==> src/hw/pkt_present_mon.sv <==
// ~~~~~~~~~~~~~~~~~~~~~~~~~~~~~~~~~~~~~~~~~~~~~~~~~~~~~~~~~~~~~~~~~~~~
// Packet monitor: counts whole packets held in a FIFO
// ~~~~~~~~~~~~~~~~~~~~~~~~~~~~~~~~~~~~~~~~~~~~~~~~~~~~~~~~~~~~~~~~~~~~
`timescale 1ns/10ps

module pkt_present_mon #(
   parameter int COUNT_BITS = 8
) (
   input  logic clk,
   input  logic i_rst_n,
   input  logic i_clear,
   // Last beat accepted by the FIFO
   input  logic i_in_xfer_last,
   // Last beat taken from the FIFO
   input  logic i_out_xfer_last,
   output logic o_pkt_present
);

   logic [COUNT_BITS-1:0] pkt_count;

   always_ff @(posedge clk or negedge i_rst_n) begin
      if (!i_rst_n) begin
         pkt_count <= '0;
      end else if (i_clear) begin
         pkt_count <= '0;
      end else begin
         case ({i_in_xfer_last, i_out_xfer_last})
            2'b10:   pkt_count <= pkt_count + 1'b1;
            2'b01:   pkt_count <= pkt_count - 1'b1;
            default: pkt_count <= pkt_count;
         endcase
      end
   end

   assign o_pkt_present = (pkt_count != '0);

endmodule

==> config.mk <==
export PLATFORM = sky130hd
export DESIGN_NAME = pkt_present_mon
export DESIGN_NICKNAME = d
export VERILOG_FILES = /design/src/hw/pkt_present_mon.sv
export SDC_FILE = /design/constraint.sdc
export NUM_CORES = 1
export LEC_CHECK = 0
export BUFFER_PORTS_ARGS = -buffer_cell sky130_fd_sc_hd__buf_2
export CORE_MARGIN = 2
export CORE_UTILIZATION = 42
export DETAILED_ROUTE_END_ITERATION = 10
export PLACE_DENSITY = 0.68
export RECOVER_POWER = 25
export SYNTH_ARGS = -nofsm -noshare
export SYNTH_HDL_FRONTEND = slang
export SYNTH_SLANG_ARGS = --single-unit
==> constraint.sdc <==
create_clock -name clk -period 1.8 [get_ports clk]
set_clock_uncertainty 0.05 [all_clocks]
set_input_delay 0.18 -clock clk [delete_from_list [all_inputs] [get_ports clk]]
set_output_delay 0.18 -clock clk [all_outputs]
set_load 0.01 [all_outputs]
==> results_dict.tcl <==
set metrics [dict create \
    status "finished, violations left" \
    violations "negative setup slack" \
    gr-usage-all-layers_pct 22.8 \
    drv_slew 0 \
    io_buffers 5 \
    cts_tree "done" \
    maxCapViolCount 0 \
    drt_iter0_markers 16 \
    dieArea_um2 2040 \
    yosys_register_bits 8 \
    syn-num-nets 92 \
    dp_hpwl_um 1450 \
    synth-main-ff-cell "dfrtp_1" \
    routed_wl_um 1960 \
    design_area_um2 975 \
    slew_headroom_pct 71.5 \
    diodes 0 \
    start_util_pct 46.3 \
    root_buffer "clkbuf_4" \
    grt_pass1_vias 749 \
    syn_area_um2 713 \
    synth_common_cells "dfrtp_1 (8), nand2_1 (7), nor3_1 (6), a21oi_1 (5)" \
    overflow 0 \
    antenna_found_initial 0 \
    period_share_pct 106 \
    worstMarginPinSlew_ns 0.428 \
    critPathKind "reg2reg" \
    finalSetupViolCount 3 \
    viasPerCell 6.14 \
    start_kind "register" \
    critPathCaptureType "register" \
    hold_viol_final 0 \
    grt_pass1_wl_um 3320 \
    worstSkewPairLatency_ns 0.26 \
    drt-met1-wl_um 824 \
    fin_crit_ns 1.91 \
    top_register "pkt_count" \
    synth-edff-count 0 \
    yosysTopAreaCell "dfrtp_1" \
    syn_area_per_cell_um2 8.59 \
    design.final.nets 117 \
    syn_inst 83 \
    wl_met2_um 998 \
    ir_drop_mv 0.574 \
    remaining_drc_errors 0 \
    crit_required_ns 1.94 \
    clkTransAtPathRegs_ns 0.05 \
    wl_per_cell_um 16.1 \
    via_count 749 \
    dieHeight_um 45.2 \
    grt_max_degree 13 \
    ys_seq_area_share_pct 28.1 \
    fp.coreArea_um2 1540 \
    finalWorstSetupSlack_ns -0.113 \
    ys_types 42 \
    n_fill_cell 135 \
    numCtsBuffers 3 \
    dpl_cell_area_um2 866 \
    netlist_top_cells_area "dfrtp_1 (28%), ha_1 (7.0%), nor3_1 (4.2%)" \
    final_antenna_net_count 0 \
    largest_reg_flops 8 \
    drtPass1Iterations 4 \
    ioPinCount 6 \
    route.met3.wl_um 85 \
    dp.cells 116 \
    ys_warn_count 0 \
    finalNonFillerCells 122 \
    largestRegisters "pkt_count (8)" \
    max_freq_ghz 0.523 \
    hp-class "in2reg" \
    rows 14 \
    powerDensity_nw_per_um2 671 \
    topRoutingLayerUsed "met4" \
    async_flop_share_pct 100 \
    clock-sinks 8 \
    cts_max_level 1 \
    p_leak_nw 0.417 \
    gp_congestion 0.927 \
    arrival_ns 2.05 \
    synth_top_area_share_pct 28.1 \
    drive_above_1_share_pct 37.7 \
    rsz0062_at_grt "true" \
    cp_max_fo 3 \
    area_growth_syn_to_layout_pct 36.7 \
    fp.dieW_um 45.2 \
    clockBufferDepth 2 \
    synth_most_common_cell "dfrtp_1" \
]
==> per-stage QoR <==
| stage | util [%] | TNS (ns) | power, mW | setup WS [ns] | hold WS [ns] |
|---|---|---|---|---|---|
| after floorplan | - | 0 | 0.372 | 0.00147 | -0.166 |
| after global placement | 56.2 | -0.264 | 0.465 | -0.105 | -0.0256 |
| after detailed placement | 56.2 | -0.376 | 0.471 | -0.141 | -0.0208 |
| after CTS | 60.2 | -0.122 | 0.625 | -0.122 | 0.186 |
| after global routing | 63.2 | -0.552 | 0.697 | -0.186 | 0.214 |
| final | 63.2 | -0.280 | 0.654 | -0.113 | 0.188 |
==> timing repair <==
action                                  CTS  global route
setup buffers                             1             1
pin swaps                                 1             4
endpoints found under the setup margin    2             4
gates resized for setup                   3            10
hold buffers                              1             0
endpoints found under the hold margin     8             0
==> where the power goes <==
group	total, mW	internal, mW	switching [mW]	leakage (nW)
logic	0.287	0.150	0.137	0.299
clock network	0.138	0.0763	0.0618	0.0138
registers	0.228	0.201	0.0275	0.105
==> kinds of logic after synthesis <==
logic type	Yosys count	share of synthesized area, %
compound gates	24	25.3
buf+inv	7	5.79
simple gates	37	30.2
flops	8	28.1
xor+xnor	3	3.68
fa+ha+maj	4	7.02
==> path summary, 6_finish.rpt <==
kind / start / endpoint / slack [ns] / cells after the start
max reg2reg: pkt_count[3] / pkt_count[6] / -0.11 / 8
max: pkt_count[3] / pkt_count[6] / -0.11 / 8
min reg2reg: pkt_count[7] / pkt_count[7] / 0.53 / 2
max in group asynchronous: i_rst_n / pkt_count[0] / 1.06 / 2
min: i_clear / pkt_count[0] / 0.19 / 2
min in group asynchronous: i_rst_n / pkt_count[3] / 0.32 / 2
==> metal layers <==
| layer | vias to the layer above | global-route usage, % |
|---|---|---|
| met5 | - | 0 |
| met4 | 0 | 8.24 |
| met3 | 6 | 7.20 |
| met2 | 26 | 39.4 |
| met1 | 350 | 26.0 |
| li1 | 367 | - |
==> layout by cell type, fill, tap and decap left out, types with 3 or more instances in the layout <==
master / synthesis / final
clkbuf_4: 0 / 3
a21oi_1: 5 / 5
nor2_1: 4 / 3
nand2_1: 7 / 7
nor3_1: 6 / 6
buf_4: 0 / 15
dfrtp_1: 8 / 7
buf_2: 2 / 4
==> critical path: stages, from the launching register on <==
cell and delay [ns]:
dfrtp_1 0.39, buf_4 0.14, buf_6 0.11, ha_4 0.24, buf_6 0.12, o31a_1 0.10, or3_4 0.39, a31oi_4 0.15
nand3b_1 0.14
==> final cells by class <==
cell class                 instances  area [µm²]  area share [%]
tap                               16        20.0            2.05
sequential                         8         201            20.7
clock buffer                       3        22.5            2.31
multi-input combinational         68         526            53.9
inverter                           3        16.3            1.67
timing repair buffer              24         189            19.4
Note: power is estimated with default switching activity, not from simulation.
