`src/hw/xbar_params.svh`:
```
// ~~~~~~~~~~~~~~~~~~~~~~~~~~~~~~~~~~~~~~~~~~~~~~~~~~~~~~~~~~~~~~~~~~~~
// Crossbar parameters: stream widths, port counts, FIFO depth and
// settings bus addresses for the packet router
// ~~~~~~~~~~~~~~~~~~~~~~~~~~~~~~~~~~~~~~~~~~~~~~~~~~~~~~~~~~~~~~~~~~~~
`ifndef XBAR_PARAMS_SVH
`define XBAR_PARAMS_SVH

// Data bits per stream beat
`define STREAM_WIDTH 64

// Port counts
`define NUM_INPUTS 2
`define NUM_OUTPUTS 2

// Routing field in the low bits of the first beat
`define DST_WIDTH 16

// Short FIFOs hold 16 entries
`define FIFO_DEPTH_LOG2 4

// Settings bus
`define SR_AWIDTH 16
`define SR_XB_LOCAL 512
// Remote entries 0..255 by DST[15:8], local entries 256..511 by DST[7:0]
`define SR_XB_TABLE 1024

// One table entry selects an output port
`define OUT_SEL_WIDTH 1

`endif

```
`src/hw/xbar_pkg.sv`:
```
// ~~~~~~~~~~~~~~~~~~~~~~~~~~~~~~~~~~~~~~~~~~~~~~~~~~~~~~~~~~~~~~~~~~~~
// Crossbar types: stream beat and settings bus structs
// ~~~~~~~~~~~~~~~~~~~~~~~~~~~~~~~~~~~~~~~~~~~~~~~~~~~~~~~~~~~~~~~~~~~~
`include "xbar_params.svh"

package xbar_pkg;

   // One beat of a stream, last marks the end of a packet
   typedef struct packed {
      logic                     last;
      logic [`STREAM_WIDTH-1:0] data;
   } stream_beat_t;

   // Settings bus write, one strobe per write
   typedef struct packed {
      logic                  stb;
      logic [`SR_AWIDTH-1:0] addr;
      logic [31:0]           data;
   } set_bus_t;

endpackage

```
`src/hw/setting_reg.sv`:
```
// ~~~~~~~~~~~~~~~~~~~~~~~~~~~~~~~~~~~~~~~~~~~~~~~~~~~~~~~~~~~~~~~~~~~~
// Settings register: loads from the settings bus on its own address
// ~~~~~~~~~~~~~~~~~~~~~~~~~~~~~~~~~~~~~~~~~~~~~~~~~~~~~~~~~~~~~~~~~~~~
`timescale 1ns/10ps

module setting_reg #(
   parameter int MY_ADDR = 0,
   parameter int WIDTH   = 32
) (
   input  logic                 clk,
   input  logic                 i_rst_n,
   input  xbar_pkg::set_bus_t   i_set,
   output logic [WIDTH-1:0]     o_value,
   output logic                 o_changed
);

   logic hit;

   assign hit = i_set.stb && (i_set.addr == MY_ADDR);

   always_ff @(posedge clk or negedge i_rst_n) begin
      if (!i_rst_n) begin
         o_value   <= '0;
         o_changed <= 1'b0;
      end else begin
         // Pulse follows every load, even if the value is unchanged
         o_changed <= hit;
         if (hit) begin
            o_value <= i_set.data[WIDTH-1:0];
         end
      end
   end

endmodule

```
`config.mk`:
```
export PLATFORM = sky130hd
export DESIGN_NAME = setting_reg
export DESIGN_NICKNAME = d
export VERILOG_FILES = /design/src/hw/xbar_pkg.sv /design/src/hw/setting_reg.sv
export VERILOG_INCLUDE_DIRS = /design/src /design/src/hw
export SDC_FILE = /design/constraint.sdc
export NUM_CORES = 1
export LEC_CHECK = 0
export BUFFER_PORTS_ARGS = -buffer_cell sky130_fd_sc_hd__buf_2
export CORE_MARGIN = 4
export CORE_UTILIZATION = 40
export DETAILED_ROUTE_END_ITERATION = 12
export GPL_TIMING_DRIVEN = 0
export MAX_ROUTING_LAYER = met4
export PLACE_DENSITY = 0.81
export SYNTH_ARGS = -nofsm -noshare
export SYNTH_HDL_FRONTEND = slang
export SYNTH_SLANG_ARGS = --single-unit
```
`constraint.sdc`:
```
create_clock -name clk -period 0.9 [get_ports clk]
set_clock_uncertainty 0.1 [all_clocks]
set_input_delay 0.27 -clock clk [delete_from_list [all_inputs] [get_ports clk]]
set_output_delay 0.27 -clock clk [all_outputs]
set_load 0.005 [all_outputs]
```
==> flow_metrics.tcl <==
set metrics [dict create \
    synth_top_area_share_pct 64.5 \
    final_antenna_net_count 0 \
    finalCriticalPeriod_ps 1540 \
    drv_slew 0 \
    num_antenna_cells 0 \
    crit_type "in -> reg" \
    syn_avg_cell_area_um2 16.6 \
    dp_hpwl_um 2330 \
    hold_ws_ps -106 \
    rows 20 \
    drv_cap 0 \
    rr_startpoint "o_value[17]" \
    initial_core_util_pct 41.9 \
    ys_ff_latch 33 \
    violations "negative hold slack, negative setup slack" \
    path_buf_inv 4 \
    critPathSlowestCell "or3b_4" \
    tightestPinTransition_ps 715 \
    slowest_delay_ps 400 \
    synth_seq_area_share_pct 64.5 \
    relSlewSlack_pct 52.4 \
    crit_family "simple AND/OR/NAND/NOR gates" \
    hold_violations 33 \
    met2_usage_pct 35.8 \
    wl_um 3970 \
    p_int_mw 1.95 \
    netlist_top_cells_area "dfrtp_1 65%, mux2_2 25%, mux2_1 3.5%, buf_6 2.6%, nor4_1 1.5%" \
    crit_chain "buf_6 > or3b_4 > nor3_4 > buf_6 > buf_6 > buf_8 > mux2_4" \
    seqPwrFrac_pct 59.8 \
    syn-instance-count 77 \
    power_frac_clock_pct 32.9 \
    crit_required_ps 1000 \
    max_freq_mhz 650 \
    yosysTopAreaCell "dfrtp_1" \
    cts_root_buf "clkbuf_4" \
    drt_pass1_iterations 4 \
    outcome "complete, but fails checks" \
    rsz0062_at_grt "true" \
    viasPerCell 4.59 \
    p_per_area_nw_per_um2 1070 \
    grt_pass1_vias 1176 \
    placedInstanceArea_um2 1770 \
    setup_viol 66 \
    final_area_um2 2320 \
    layout_setup_ws_ps -638 \
    nNetsFinal 253 \
    path_common_cell "buf_6" \
    drt-initial-drc-count 16 \
    cts_buffers 5 \
    swShare_pct 21.4 \
    antenna_found_initial 0 \
    area_growth_pct 81.0 \
    vias 1128 \
    critPathCaptureType "register" \
    die_x_um 64.6 \
    worstSetupStartpoint "i_set[46]" \
    vdd_drop_max_uv 910 \
    placed_cells 204 \
    clockBufferDepth 2 \
    use_met3_pct 4.16 \
    final_cell_count_no_fill 246 \
    die_area_um2 4170 \
    grtUsageMet1_pct 19.3 \
    synth.distinct_cells 10 \
    clk_pin_slew_ps 100 \
    top_usage_layer "met2" \
    power.switching_uw 532 \
    yosysWarnings 0 \
    crit_arrival_ps 1640 \
    power_frac_comb_pct 7.3 \
    grt_start_max_net_pins 34 \
    grt_usage_pct 19.5 \
    drt_drc_violations_left 0 \
    insertion_delay_ps 310 \
    final_util_pct 75.9 \
    portBuffers 83 \
    synthesis.area_um2 1280 \
    htreeDepth 2 \
    die_h_um 64.6 \
    r2r_setup_slack_ps -210 \
    leakage_nw 1.33 \
    ios 84 \
    crit_fanout 5 \
    drive_above_1_share_pct 82.2 \
    grt_pass1_wl_um 5760 \
    overflow 0 \
    timing.final.crit_share_pct 171 \
    gp_congestion 0.766 \
    coreArea_um2 3050 \
    startpoint_type "primary input" \
    cts_tree "done" \
    cts.sinks 33 \
    syn-num-nets 128 \
    hp-class "in -> async" \
    avgRoutedWirePerCell_um 16.1 \
]
synth_stat cells:
cell,number
mux2_1,4
mux2_2,28
nor3_4,1
buf_6,3
nand2_1,2
nor2_1,1
dfrtp_1,33
nor3_1,1
nor4_1,3
or3b_1,1
registers in the layout, summed over array words and instances, names as in the netlist:
name and cells:
o_changed 1, o_value 32
final timing paths:
check / endpoint / cells past startpoint
worst max-delay path: o_value[13] / 7
worst min-delay path: o_value[1] / 1
worst max register to register: o_value[17] / 3
worst min register to register: o_value[22] / 1
max in group asynchronous: o_value[11] / 1
min in group clk: o_value[16] / 2
per-stage QoR:
stage / setup slack (ps) / total power, mW / TNS (ps)
4_1_cts: -604 / 2.48 / -28270
2_1_floorplan: -765 / 1.52 / -24140
3_3_place_gp: -983 / 1.65 / -31170
6_report: -638 / 2.48 / -29020
5_1_grt: -667 / 2.62 / -31490
3_5_place_dp: -1050 / 1.66 / -34340
cell usage in the layout, fill, tap and decap left out, drive strengths merged:
| cell | n |
|---|---|
| mux2 | 32 |
| nand2 | 2 |
| nor3 | 2 |
| nor2 | 1 |
| clkbuf | 8 |
| or3b | 1 |
| nor4 | 3 |
| buf | 120 |
| dfrtp | 33 |
power groups by stage:
stage / Sequential, mW / Clock (mW) / Combinational (mW)
6_report: 1.48 / 0.817 / 0.180
5_1_grt: 1.48 / 0.941 / 0.199
4_1_cts: 1.48 / 0.835 / 0.165
3_5_place_dp: 1.51 / 0 / 0.148
3_3_place_gp: 1.51 / 0 / 0.141
2_1_floorplan: 1.51 / 0 / 0.0121
cells by family after synthesis:
family	count (synthesis)	synth area share [%]
simple gates	9	4.69
buf+inv	3	2.64
flops	33	64.5
mux	32	28.2
routing by layer:
| layer | vias to the layer above | wire length [um] |
|---|---|---|
| met1 | 549 | 1480 |
| met4 | 0 | 88 |
| met5 | - | 0 |
| li1 | 524 | - |
| met3 | 6 | 182 |
| met2 | 49 | 2220 |
layout make-up:
type                    count  area (um2)
multi-input cells          41         593
plain buffers               3        45.0
fillers                   201         736
repair buffers            118         743
clock buffers               7        55.1
well taps                  44        55.1
flip-flops and latches     33         826
repair_timing:
action / in CTS / in global routing
gates cloned: 2 / 1
pin swaps: 5 / 2
gates resized for setup: 35 / 13
endpoints found under the hold margin: 33 / 33
endpoints found under the setup margin: 65 / 66
buffers inserted: 15 / 17
No activity file was read; power rests on OpenSTA's default activity.
