`config.mk`:
```
export PLATFORM = sky130hd
export DESIGN_NAME = axi_fifo_short
export DESIGN_NICKNAME = d
export VERILOG_FILES = /design/src/hw/xbar_pkg.sv /design/src/hw/axi_fifo_short.sv
export VERILOG_INCLUDE_DIRS = /design/src /design/src/hw
export SDC_FILE = /design/constraint.sdc
export NUM_CORES = 1
export LEC_CHECK = 0
export ABC_AREA = 0
export BUFFER_PORTS_ARGS = -buffer_cell sky130_fd_sc_hd__buf_2
export CAP_MARGIN = 10
export CORE_ASPECT_RATIO = 0.75
export CORE_UTILIZATION = 45
export CTS_CLUSTER_SIZE = 24
export DETAILED_ROUTE_END_ITERATION = 10
export HOLD_SLACK_MARGIN = 0.08
export PLACE_DENSITY = 0.69
export SLEW_MARGIN = 20
export SYNTH_ARGS = -nofsm -noshare
export SYNTH_HDL_FRONTEND = slang
export SYNTH_SLANG_ARGS = --single-unit
```
`constraint.sdc`:
```
create_clock -name clk -period 7.4 [get_ports clk]
set_clock_uncertainty 0.05 [all_clocks]
set_input_delay 1.11 -clock clk [delete_from_list [all_inputs] [get_ports clk]]
set_output_delay 1.11 -clock clk [all_outputs]
set_load 0.01 [all_outputs]
```
`src/hw/xbar_params.svh`:
```
// ~~~~~~~~~~~~~~~~~~~~~~~~~~~~~~~~~~~~~~~~~~~~~~~~~~~~~~~~~~~~~~~~~~~~
// Crossbar parameters: stream widths, port counts, FIFO depth and
// settings bus addresses for the packet router
// ~~~~~~~~~~~~~~~~~~~~~~~~~~~~~~~~~~~~~~~~~~~~~~~~~~~~~~~~~~~~~~~~~~~~
`ifndef XBAR_PARAMS_SVH
`define XBAR_PARAMS_SVH

// Data bits per stream beat
`define STREAM_WIDTH 64

// Port counts
`define NUM_INPUTS 2
`define NUM_OUTPUTS 2

// Routing field in the low bits of the first beat
`define DST_WIDTH 16

// Short FIFOs hold 16 entries
`define FIFO_DEPTH_LOG2 4

// Settings bus
`define SR_AWIDTH 16
`define SR_XB_LOCAL 512
// Remote entries 0..255 by DST[15:8], local entries 256..511 by DST[7:0]
`define SR_XB_TABLE 1024

// One table entry selects an output port
`define OUT_SEL_WIDTH 1

`endif

```
`src/hw/xbar_pkg.sv`:
```
// ~~~~~~~~~~~~~~~~~~~~~~~~~~~~~~~~~~~~~~~~~~~~~~~~~~~~~~~~~~~~~~~~~~~~
// Crossbar types: stream beat and settings bus structs
// ~~~~~~~~~~~~~~~~~~~~~~~~~~~~~~~~~~~~~~~~~~~~~~~~~~~~~~~~~~~~~~~~~~~~
`include "xbar_params.svh"

package xbar_pkg;

   // One beat of a stream, last marks the end of a packet
   typedef struct packed {
      logic                     last;
      logic [`STREAM_WIDTH-1:0] data;
   } stream_beat_t;

   // Settings bus write, one strobe per write
   typedef struct packed {
      logic                  stb;
      logic [`SR_AWIDTH-1:0] addr;
      logic [31:0]           data;
   } set_bus_t;

endpackage

```
`src/hw/axi_fifo_short.sv`:
```
// ~~~~~~~~~~~~~~~~~~~~~~~~~~~~~~~~~~~~~~~~~~~~~~~~~~~~~~~~~~~~~~~~~~~~
// Short stream FIFO: circular buffer with valid/ready on both sides
// ~~~~~~~~~~~~~~~~~~~~~~~~~~~~~~~~~~~~~~~~~~~~~~~~~~~~~~~~~~~~~~~~~~~~
`timescale 1ns/10ps
`include "xbar_params.svh"

module axi_fifo_short #(
   parameter type T = xbar_pkg::stream_beat_t
) (
   input  logic clk,
   input  logic i_rst_n,
   input  logic i_clear,
   // Write side
   input  T     i_data,
   input  logic i_valid,
   output logic o_ready,
   // Read side
   output T     o_data,
   output logic o_valid,
   input  logic i_ready
);

   localparam int AW    = `FIFO_DEPTH_LOG2;
   localparam int DEPTH = 2 ** AW;

   T               mem [DEPTH];
   logic [AW-1:0]  wr_ptr;
   logic [AW-1:0]  rd_ptr;
   logic [AW:0]    count;
   logic           do_wr;
   logic           do_rd;

   assign o_ready = (count != DEPTH[AW:0]);
   assign o_valid = (count != '0);
   assign o_data  = mem[rd_ptr];

   assign do_wr = i_valid && o_ready;
   assign do_rd = o_valid && i_ready;

   // Storage only, pointers below decide what is valid
   always_ff @(posedge clk) begin
      if (do_wr) begin
         mem[wr_ptr] <= i_data;
      end
   end

   always_ff @(posedge clk or negedge i_rst_n) begin
      if (!i_rst_n) begin
         wr_ptr <= '0;
         rd_ptr <= '0;
         count  <= '0;
      end else if (i_clear) begin
         wr_ptr <= '0;
         rd_ptr <= '0;
         count  <= '0;
      end else begin
         if (do_wr) begin
            wr_ptr <= wr_ptr + 1'b1;
         end
         if (do_rd) begin
            rd_ptr <= rd_ptr + 1'b1;
         end
         // Simultaneous read and write leaves the count alone
         if (do_wr && !do_rd) begin
            count <= count + 1'b1;
         end else if (do_rd && !do_wr) begin
            count <= count - 1'b1;
         end
      end
   end

endmodule

```
==> flow_metrics.env, run 1 <==
export IMPL_fin_tns_setup_ns=0
export IMPL_die_y_um=260
export IMPL_critPathLaunchType="register"
export IMPL_synth_mux_area_share_pct=18.5
export IMPL_cts_sinks=1053
export IMPL_syn_inst=1553
export IMPL_cts_root_buf="clkbuf_16"
export IMPL_dp_hpwl_mm=42.1
export IMPL_dieWidth_um=346
export IMPL_drt_iter0_markers=1714
export IMPL_final_cell_area_mm2=0.0452
export IMPL_cellPowerDensity_mw_per_mm2=312
export IMPL_tritoncts="yes"
export IMPL_fin_crit_sh_pct=63.6
export IMPL_combPwrFrac_pct=16.7
export IMPL_critPathKind="register to primary output"
export IMPL_initial_utilization_pct=45.5
export IMPL_setup_worst_path_end_class="primary output"
export IMPL_gp_congestion=0.725
export IMPL_antenna_found_initial=11
export IMPL_grt_overflow=0
export IMPL_synth_nets=1633
export IMPL_clk_pin_slew_ns=0.06
export IMPL_yosys_warnings=0
export IMPL_gr_usage_all_layers_pct=18.9
export IMPL_seq_area_frac_synth_pct=78.9
export IMPL_tightestPinTransition_ns=1.10
export IMPL_ir_worst_vdd_mv=0.209
export IMPL_design_core_area_mm2=0.0879
export IMPL_relSlewSlack_pct=26.6
export IMPL_report_final_hold_viol_count=0
export IMPL_gr_usage_met3_pct=4.49
export IMPL_num_rows=94
export IMPL_syn_area_mm2=0.0400
export IMPL_drt_wl_total_mm=84.0
export IMPL_viasPerCell=5.83
export IMPL_clk_latency_ns=0.65
export IMPL_synth_compound_area_share_pct=0.379
export IMPL_swShare_pct=24.1
export IMPL_drt_pass1_iterations=5
export IMPL_vias=17396
export IMPL_dpl_cell_count=2804
export IMPL_post_cts_buffers=0
export IMPL_nets=1832
export IMPL_io_pins=137
export IMPL_cp_max_fo=114
export IMPL_cp_required_ns=6.24
export IMPL_grt_pass1_vias=18503
export IMPL_grt_first_pass_wirelength_mm=123
export IMPL_grt_max_degree=137
export IMPL_drtAntennaViolNets=0
export IMPL_sequentialPowerShare_pct=48.3
export IMPL_ctsHoldBuffers=0
export IMPL_syn_area_per_cell_um2=25.7
export IMPL_finalNonFillerCells=2984
export IMPL_cts_buffers=98
export IMPL_area_growth_pct=13.2
export IMPL_port_buffers=136
export IMPL_clkPwrFrac_pct=35.0
export IMPL_status="finished, final reports clean"
export IMPL_hp_class="input pin to asynchronous set/reset pin"
export IMPL_leakage_nw=13.8
export IMPL_grt_util_met2_pct=30.3
export IMPL_route_detailed_drc=0
export IMPL_cap_viol_max_count=0
export IMPL_setup_violations=0
export IMPL_gr_max_usage_layer="met2"
export IMPL_wire_per_inst_um=28.2
export IMPL_clock_fmax_mhz=212
export IMPL_drive_gt1_share_pct=36.1
export IMPL_utilization_pct=51.5
export IMPL_timing_final_ws_setup_ns=2.69
export IMPL_cts_resized=0
export IMPL_htreeDepth=3
export IMPL_slew_viol_final=0
export IMPL_worstPathArrival_ns=3.55
export IMPL_synthXorXnorAreaFrac_pct=0.153
export IMPL_synth_seq_cells=1053
export IMPL_pre_cts_ws_ns=3.18
export IMPL_synth_top_family_by_area="multiplexers"
export IMPL_finalCriticalPeriod_ns=4.71
export IMPL_switchingPower_mw=3.40
export IMPL_placedInstanceArea_mm2=0.0421
export IMPL_globalRouteMet1Util_pct=26.8
export IMPL_cellInternalPower_mw=10.7
export IMPL_cts_buffer_depth=3
export IMPL_synthAdderAreaFrac_pct=0.332
export IMPL_die_area_mm2=0.0900
export IMPL_yosys_area_share_simple_pct=0.532
export IMPL_rsz0062_at_grt="no"
export IMPL_ys_types=37
[cell families after synthesis]
group                      count (synthesis)
DFF                                     1053
muxes                                    331
buffers and inverters                     83
and+or+nand+nor                           47
AOI/OAI and AO/OA                         22
adders and majority gates                 10
xor gates and xnor gates                   7
[layout by cell type, fill, tap and decap left out, drive strengths merged, types with 4 or more instances in the layout]
cell and instances:
a21oi 5, nor3 4, mux4 325, edfxtp 1040, ha 9, inv 9
clkbuf 117, xor2 4, clkinv 45, dfrtp 13, nor2 23, o21ai 4
nand2 8, nand3 5, buf 177, bufinv 9
[registers in the layout (all words and copies together), names as in the netlist]
| name | count |
|---|---|
| count | 5 |
| mem | 1040 |
| rd_ptr | 4 |
| wr_ptr | 4 |
[power groups by stage]
stage / Clock, mW / Combinational (mW) / Sequential [mW]
final: 4.94 / 2.36 / 6.82
after global routing: 5.25 / 2.53 / 6.84
after CTS: 5.04 / 2.41 / 6.83
after detailed placement: 0 / 2.41 / 6.95
after global placement: 0 / 2.38 / 6.94
after floorplan: 0 / 1.82 / 6.90
[cells in the mapped netlist, drive strengths merged]
| master | n | area, µm² |
|---|---|---|
| a2111oi | 1 | 8.76 |
| a211oi | 2 | 15.0 |
| a21boi | 1 | 7.51 |
| a21o | 2 | 15.0 |
| a21oi | 5 | 25.0 |
| a22o | 1 | 8.76 |
| a31oi | 1 | 6.26 |
| a41oi | 1 | 8.76 |
| and3 | 1 | 6.26 |
| buf | 46 | 343 |
| clkbuf | 32 | 120 |
| dfrtp | 13 | 325 |
| edfxtp | 1040 | 31200 |
| fa | 1 | 20.0 |
| ha | 9 | 113 |
| inv | 5 | 18.8 |
| mux2 | 3 | 33.8 |
| mux2i | 3 | 30.0 |
| mux4 | 325 | 7320 |
| nand2 | 8 | 30.0 |
| nand2b | 2 | 12.5 |
| nand3 | 5 | 25.0 |
| nand4 | 1 | 6.26 |
| nor2 | 23 | 86.3 |
| nor2b | 1 | 6.26 |
| nor3 | 4 | 20.0 |
| nor4 | 1 | 12.5 |
| o211ai | 3 | 27.5 |
| o21ai | 4 | 20.0 |
| o41ai | 1 | 8.76 |
| or4 | 1 | 7.51 |
| xnor2 | 3 | 26.3 |
| xor2 | 4 | 35.0 |
[layout make-up]
cell class,instances,area [µm²]
clock buffers,117,2550
inverters,5,18.8
clock inverters,60,577
fillers,6570,42600
diodes,3,7.51
repair buffers,177,1030
multi-input cells,417,8050
well taps,1152,1440
flip-flops and latches,1053,31600
[path summary, 6_finish.rpt]
check	from	to	slack, ns	cells after the start
worst max-delay path	rd_ptr[0]	o_data[41]	2.69	4
worst min-delay path	i_rst_n	count[3]	0.30	1
worst max register to register	count[0]	mem[8][3]	4.00	5
worst min register to register	count[3]	count[3]	0.56	2
max in group asynchronous	i_rst_n	rd_ptr[0]	6.71	1
min in group clk	count[3]	count[3]	0.56	2
[metrics by stage]
| stage | hold WS, ns | total power, mW |
|---|---|---|
| detailed placement | 0.547 | 9.36 |
| CTS | 0.266 | 14.3 |
| global placement | 0.529 | 9.32 |
| floorplan | 0.507 | 8.72 |
| global route | 0.276 | 14.6 |
| finish | 0.301 | 14.1 |
[layer usage]
layer,up-vias,share of wire (%)
met5,-,0.15
met4,20,1.5
met3,125,6.9
met2,585,49
met1,9481,43
li1,7185,-
[critical path, cell delays in order, from the launching register on]
cell and delay [ns]:
dfrtp_4 0.70, buf_12 0.66, mux4_2 0.61, mux4_2 0.53, buf_2 0.17
Power figures use the tool's default switching activity.
==> run 2, diff against run 1 <==
Settings changed: ABC_AREA 0 to 1, PLACE_DENSITY 0.69 to 0.71.
Clock period 7.4 ns to 3.9 ns, I/O delays scaled along.
==> flow_metrics.env, run 2 <==
export IMPL_regMostFlops="mem"
export IMPL_synth_edf_count=1040
export IMPL_setup_violations=0
export IMPL_rsz0062_at_grt="no"
export IMPL_gp_congestion=0.754
export IMPL_grt_overflow=0
export IMPL_rrSetupSlack_ns=1.07
export IMPL_seq_area_frac_synth_pct=75.8
export IMPL_synth_nets=3216
export IMPL_largest_register_ffs=1040
export IMPL_pre_cts_ws_ns=0.903
export IMPL_cts_sinks=1053
export IMPL_power_mw=29.9
export IMPL_post_cts_buffers=0
export IMPL_port_buffers=136
export IMPL_clk_pin_slew_ns=0.06
export IMPL_critPathKind="register to primary output"
export IMPL_design_core_area_mm2=0.0915
export IMPL_fin_crit_sh_pct=94.3
export IMPL_synth_top_area_share_pct=75.0
export IMPL_cts_buffers=103
export IMPL_drt_pass1_iterations=6
export IMPL_dp_hpwl_mm=50.1
export IMPL_timing_final_ws_setup_ns=0.223
export IMPL_setup_worst_path_end_class="primary output"
export IMPL_drt_iter0_markers=3212
export IMPL_route_detailed_drc=0
export IMPL_wire_per_inst_um=22.5
export IMPL_cts_buffer_depth=3
export IMPL_dpl_cell_count=4352
export IMPL_placedInstanceArea_mm2=0.0439
export IMPL_syn_area_per_cell_um2=13.3
export IMPL_cap_viol_max_count=0
export IMPL_finalCriticalPeriod_ns=3.68
export IMPL_clk_latency_ns=0.65
export IMPL_cellPowerDensity_mw_per_mm2=634
export IMPL_gr_usage_all_layers_pct=21.4
export IMPL_report_final_hold_viol_count=0
export IMPL_synth_area_leaders="edfxtp_1 (75%), nor2_1 (6.5%), o21ai_0 (5.7%)"
export IMPL_area_growth_pct=13.4
export IMPL_cp_required_ns=3.26
export IMPL_antenna_found_initial=18
export IMPL_num_rows=96
export IMPL_status="finished, final reports clean"
export IMPL_most_common_layout_cells="edfxtp_1 (1040), nor2_1 (704), o21ai_0 (472), o211ai_1 (260), nand3_1 (139)"
export IMPL_drive_gt1_share_pct=11.4
export IMPL_critPathLaunchType="register"
export IMPL_cts_root_buf="clkbuf_16"
export IMPL_syn_area_mm2=0.0417
export IMPL_ys_async_sr_fraction_pct=1.23
export IMPL_synth_top_flop_cell="edfxtp_1"
export IMPL_clock_fmax_mhz=272
export IMPL_nets=3313
export IMPL_die_area_mm2=0.0938
export IMPL_synth_largest_area_cell="edfxtp_1"
export IMPL_mostFrequentLayoutCell="edfxtp_1"
export IMPL_ys_types=28
export IMPL_grt_pass1_vias=24280
export IMPL_relSlewSlack_pct=22.0
export IMPL_finalNonFillerCells=4550
export IMPL_fin_tns_setup_ns=0
export IMPL_slew_viol_final=0
export IMPL_top_regs="mem x1040, count x5"
export IMPL_final_cell_area_mm2=0.0472
export IMPL_drtAntennaViolNets=0
export IMPL_drt_wl_total_mm=102
export IMPL_dieWidth_um=353
export IMPL_synth_most_common_cell="edfxtp_1"
export IMPL_grt_first_pass_wirelength_mm=152
export IMPL_leakage_nw=15.3
export IMPL_worstPathArrival_ns=3.04
export IMPL_viasPerCell=5.70
export IMPL_whs_ns=0.205
export IMPL_grt_max_degree=220
export IMPL_io_pins=137
export IMPL_die_y_um=265
export IMPL_fillers=7457
export IMPL_hp_class="input pin to register"
export IMPL_synthTopCellsByCount="edfxtp_1 (1040), nor2_1 (720), o21ai_0 (472), o211ai_1 (260), nand3_1 (139)"
export IMPL_htreeDepth=3
export IMPL_tritoncts="yes"
export IMPL_ir_worst_vdd_mv=0.880
export IMPL_tightestPinTransition_ns=1.17
export IMPL_cp_max_fo=219
export IMPL_vias=25922
export IMPL_utilization_pct=51.6
export IMPL_syn_inst=3136
export IMPL_yosys_warnings=0
export IMPL_synth_seq_cells=1053
export IMPL_initial_utilization_pct=45.5
-- run 2: cell count changes after synthesis, sizes merged, moves of 44 or more --
cell	change
nor2	+697
clkbuf	+78
nand2	+92
inv	+52
nand3	+134
a21oi	+44
o211ai	+257
o21ai	+516
mux4	-325
buf	+59
-- run 2: metal layers --
layer	vias to the layer above	global-route usage [%]	share of wire [%]
met1	12814	30.9	43
met5	-	0	0.11
met2	1111	32.8	46
met3	187	4.68	9.0
li1	11788	-	-
met4	22	5.90	2.2
-- run 2: power by group --
group / internal (mW) / switching [mW]
combinational: 2.30 / 5.02
clock: 5.59 / 4.14
sequential: 12.8 / 0.114
total: 20.7 / 9.27
-- run 2: worst max-delay path: stages (launching register included) --
cell      delay (ns)
dfrtp_4         0.55
buf_12          0.46
o21ai_0         0.23
o211ai_1        0.20
nand3_1         0.10
nand2_1         0.22
buf_2           0.18
-- run 2: cell type report --
class | instances | area, µm² | area share, %
Sequential cell | 1053 | 31600 | 66.8
Inverter | 58 | 244 | 0.516
Tap cell | 1225 | 1530 | 3.24
Timing Repair Buffer | 207 | 1650 | 3.48
Clock buffer | 128 | 2750 | 5.81
Antenna cell | 6 | 15.0 | 0.0318
Clock inverter | 63 | 572 | 1.21
Multi-Input combinational cell | 1810 | 8910 | 18.9
-- run 2: what timing repair did --
action                                  4_1_cts  5_1_grt
gates resized for setup                       0        1
endpoints found under the setup margin        0        1
hold buffers                                  1        0
hold endpoints to repair                     13        0
-- run 2: cells by family after synthesis --
| group | after synthesis | share of synthesized area (%) |
|---|---|---|
| simple gates | 967 | 9.19 |
| buf+inv | 273 | 3.12 |
| compound gates | 831 | 11.6 |
| xor+xnor | 2 | 0.0421 |
| flops | 1053 | 75.8 |
| fa+ha+maj | 10 | 0.318 |
-- run 2: path summary, 6_finish.rpt --
check                      depth (start not counted)       from          end
hold reg to reg                                    2   count[3]     count[3]
setup reg to reg                                   7   count[0]  mem[12][34]
min in group asynchronous                          2    i_rst_n     count[3]
hold / removal                                     2    i_clear    wr_ptr[2]
setup / recovery                                   6  rd_ptr[0]   o_data[30]
max in group asynchronous                          2    i_rst_n    rd_ptr[2]
==> run 3, diff against run 2 <==
Settings changed: GPL_TIMING_DRIVEN from default to 0.
==> flow_metrics.env, run 3 (synthesis results as in run 2) <==
export IMPL_regMostFlops="mem"
export IMPL_die_area_mm2=0.0938
export IMPL_clkPwrFrac_pct=30.8
export IMPL_io_pins=137
export IMPL_placedInstanceArea_mm2=0.0453
export IMPL_clock_fmax_mhz=257
export IMPL_viasPerCell=6.06
export IMPL_clk_latency_ns=0.66
export IMPL_drtAntennaViolNets=0
export IMPL_cts_root_buf="clkbuf_16"
export IMPL_finalNonFillerCells=4735
export IMPL_cap_viol_max_count=0
export IMPL_timing_final_ws_setup_ns=0.00528
export IMPL_setup_worst_path_end_class="primary output"
export IMPL_ff2ff_path_depth=9
export IMPL_whs_path_depth=2
export IMPL_final_cell_area_mm2=0.0486
export IMPL_die_y_um=265
export IMPL_whs_endpoint="wr_ptr[2]"
export IMPL_mostFrequentLayoutCell="edfxtp_1"
export IMPL_route_detailed_drc=0
export IMPL_reg2reg_to="mem[2][30]"
export IMPL_nets=3508
export IMPL_post_cts_buffers=0
export IMPL_clk_pin_slew_ns=0.06
export IMPL_whs_ns=0.172
export IMPL_worstPathArrival_ns=3.26
export IMPL_rrSetupSlack_ns=1.05
export IMPL_largest_register_ffs=1040
export IMPL_combPwrFrac_pct=29.0
export IMPL_slew_viol_final=0
export IMPL_drive_gt1_share_pct=13.5
export IMPL_cp_max_fo=10
export IMPL_crit_slowest_cell="dfrtp_1"
export IMPL_hp_class="input pin to register"
export IMPL_tightestPinTransition_ns=1.21
export IMPL_gr_usage_all_layers_pct=27.2
export IMPL_top_regs="mem x1040, count x5"
export IMPL_r2r_start="count[0]"
export IMPL_power_mw=32.0
export IMPL_initial_utilization_pct=45.5
export IMPL_fin_crit_sh_pct=99.9
export IMPL_relSlewSlack_pct=19.4
export IMPL_report_final_hold_viol_count=0
export IMPL_drt_wl_total_mm=130
export IMPL_drt_pass1_iterations=6
export IMPL_dp_hpwl_mm=83.4
export IMPL_setup_violations=0
export IMPL_max_stage_delay_ns=0.54
export IMPL_rsz0062_at_grt="yes"
export IMPL_status="finished, final reports clean"
export IMPL_cts_sinks=1053
export IMPL_cp_required_ns=3.26
export IMPL_cellPowerDensity_mw_per_mm2=658
export IMPL_drt_iter0_markers=4904
export IMPL_grt_pass1_vias=27184
export IMPL_area_growth_pct=16.7
export IMPL_grt_first_pass_wirelength_mm=185
export IMPL_wire_per_inst_um=27.5
export IMPL_grt_overflow=0
export IMPL_utilization_pct=53.1
export IMPL_gp_congestion=0.840
export IMPL_dieWidth_um=353
export IMPL_tritoncts="yes"
export IMPL_sequentialPowerShare_pct=40.2
export IMPL_htreeDepth=3
export IMPL_cts_buffer_depth=3
export IMPL_path_cells="buf_6 > buf_4 > clkbuf_1 > o21ai_0 > o211ai_1 > nand3_1 > nand2_1 > buf_2"
export IMPL_pre_cts_ws_ns=0.450
export IMPL_dpl_cell_count=4556
export IMPL_fin_tns_setup_ns=0
export IMPL_num_rows=96
export IMPL_switchingPower_mw=11.0
export IMPL_worstHoldStart="i_clear"
export IMPL_most_common_layout_cells="edfxtp_1 (1040), nor2_1 (704), o21ai_0 (472), o211ai_1 (260), buf_2 (201)"
export IMPL_leakage_nw=16.0
export IMPL_cts_buffers=95
export IMPL_design_core_area_mm2=0.0915
export IMPL_vias=28693
export IMPL_ir_worst_vdd_mv=0.387
export IMPL_critPathKind="register to primary output"
export IMPL_swShare_pct=34.3
export IMPL_grt_max_degree=20
export IMPL_port_buffers=136
export IMPL_critPathLaunchType="register"
export IMPL_antenna_found_initial=5
export IMPL_finalCriticalPeriod_ns=3.89
export IMPL_cellInternalPower_mw=21.0
[run 3: worst max-delay path: cells and delay by family, from the launching register on]
kind                   cells  cell delay, ns
AOI/OAI and AO/OA          2            0.56
DFF                        1            0.54
buffers and inverters      4            1.16
and+or+nand+nor            2            0.33
[run 3: area by class of cell]
cell class	instances	area [µm²]
Fill cell	7413	42900
Sequential cell	1053	31600
Multi-Input combinational cell	1810	8910
Clock buffer	116	2540
Timing Repair Buffer	196	2040
Tap cell	1225	1530
Buffer	214	1110
Clock inverter	61	688
Inverter	58	220
Antenna cell	2	5.00
[run 3: routing by layer]
metal / part of all wire (%) / global-route usage [%]
met1: 39 / 38.3
met2: 44 / 40.9
met3: 14 / 7.89
met4: 2.9 / 8.23
met5: 0.021 / 0
[run 3: power groups by stage]
| stage | sequential (mW) | combinational (mW) | clock (mW) |
|---|---|---|---|
| final | 12.9 | 9.27 | 9.86 |
| after global routing | 12.9 | 9.89 | 10.3 |
| after CTS | 12.9 | 9.08 | 9.81 |
| after detailed placement | 13.1 | 9.02 | 0 |
| after global placement | 13.1 | 8.75 | 0 |
| after floorplan | 13.1 | 5.09 | 0 |
[run 3: timing repair]
action | 4_1_cts | 5_1_grt
hold endpoints to repair | 13 | 0
endpoints found under the setup margin | 36 | 22
hold buffers | 1 | 0
gates cloned | 0 | 0
pin swaps | 0 | 0
gates resized for setup | 4 | 27
[run 3: worst max path at each step]
stage	cells past startpoint	start	slack, ns	endpoint
floorplan	6	count[0]	-0.35	mem[11][0]
global placement	5	i_valid	-4.27	mem[5][33]
detailed placement	7	rd_ptr[2]	0.45	o_data[39]
CTS	6	rd_ptr[3]	0.01	o_data[50]
global route	8	rd_ptr[0]	-0.02	o_data[26]
finish	8	rd_ptr[0]	0.005	o_data[64]
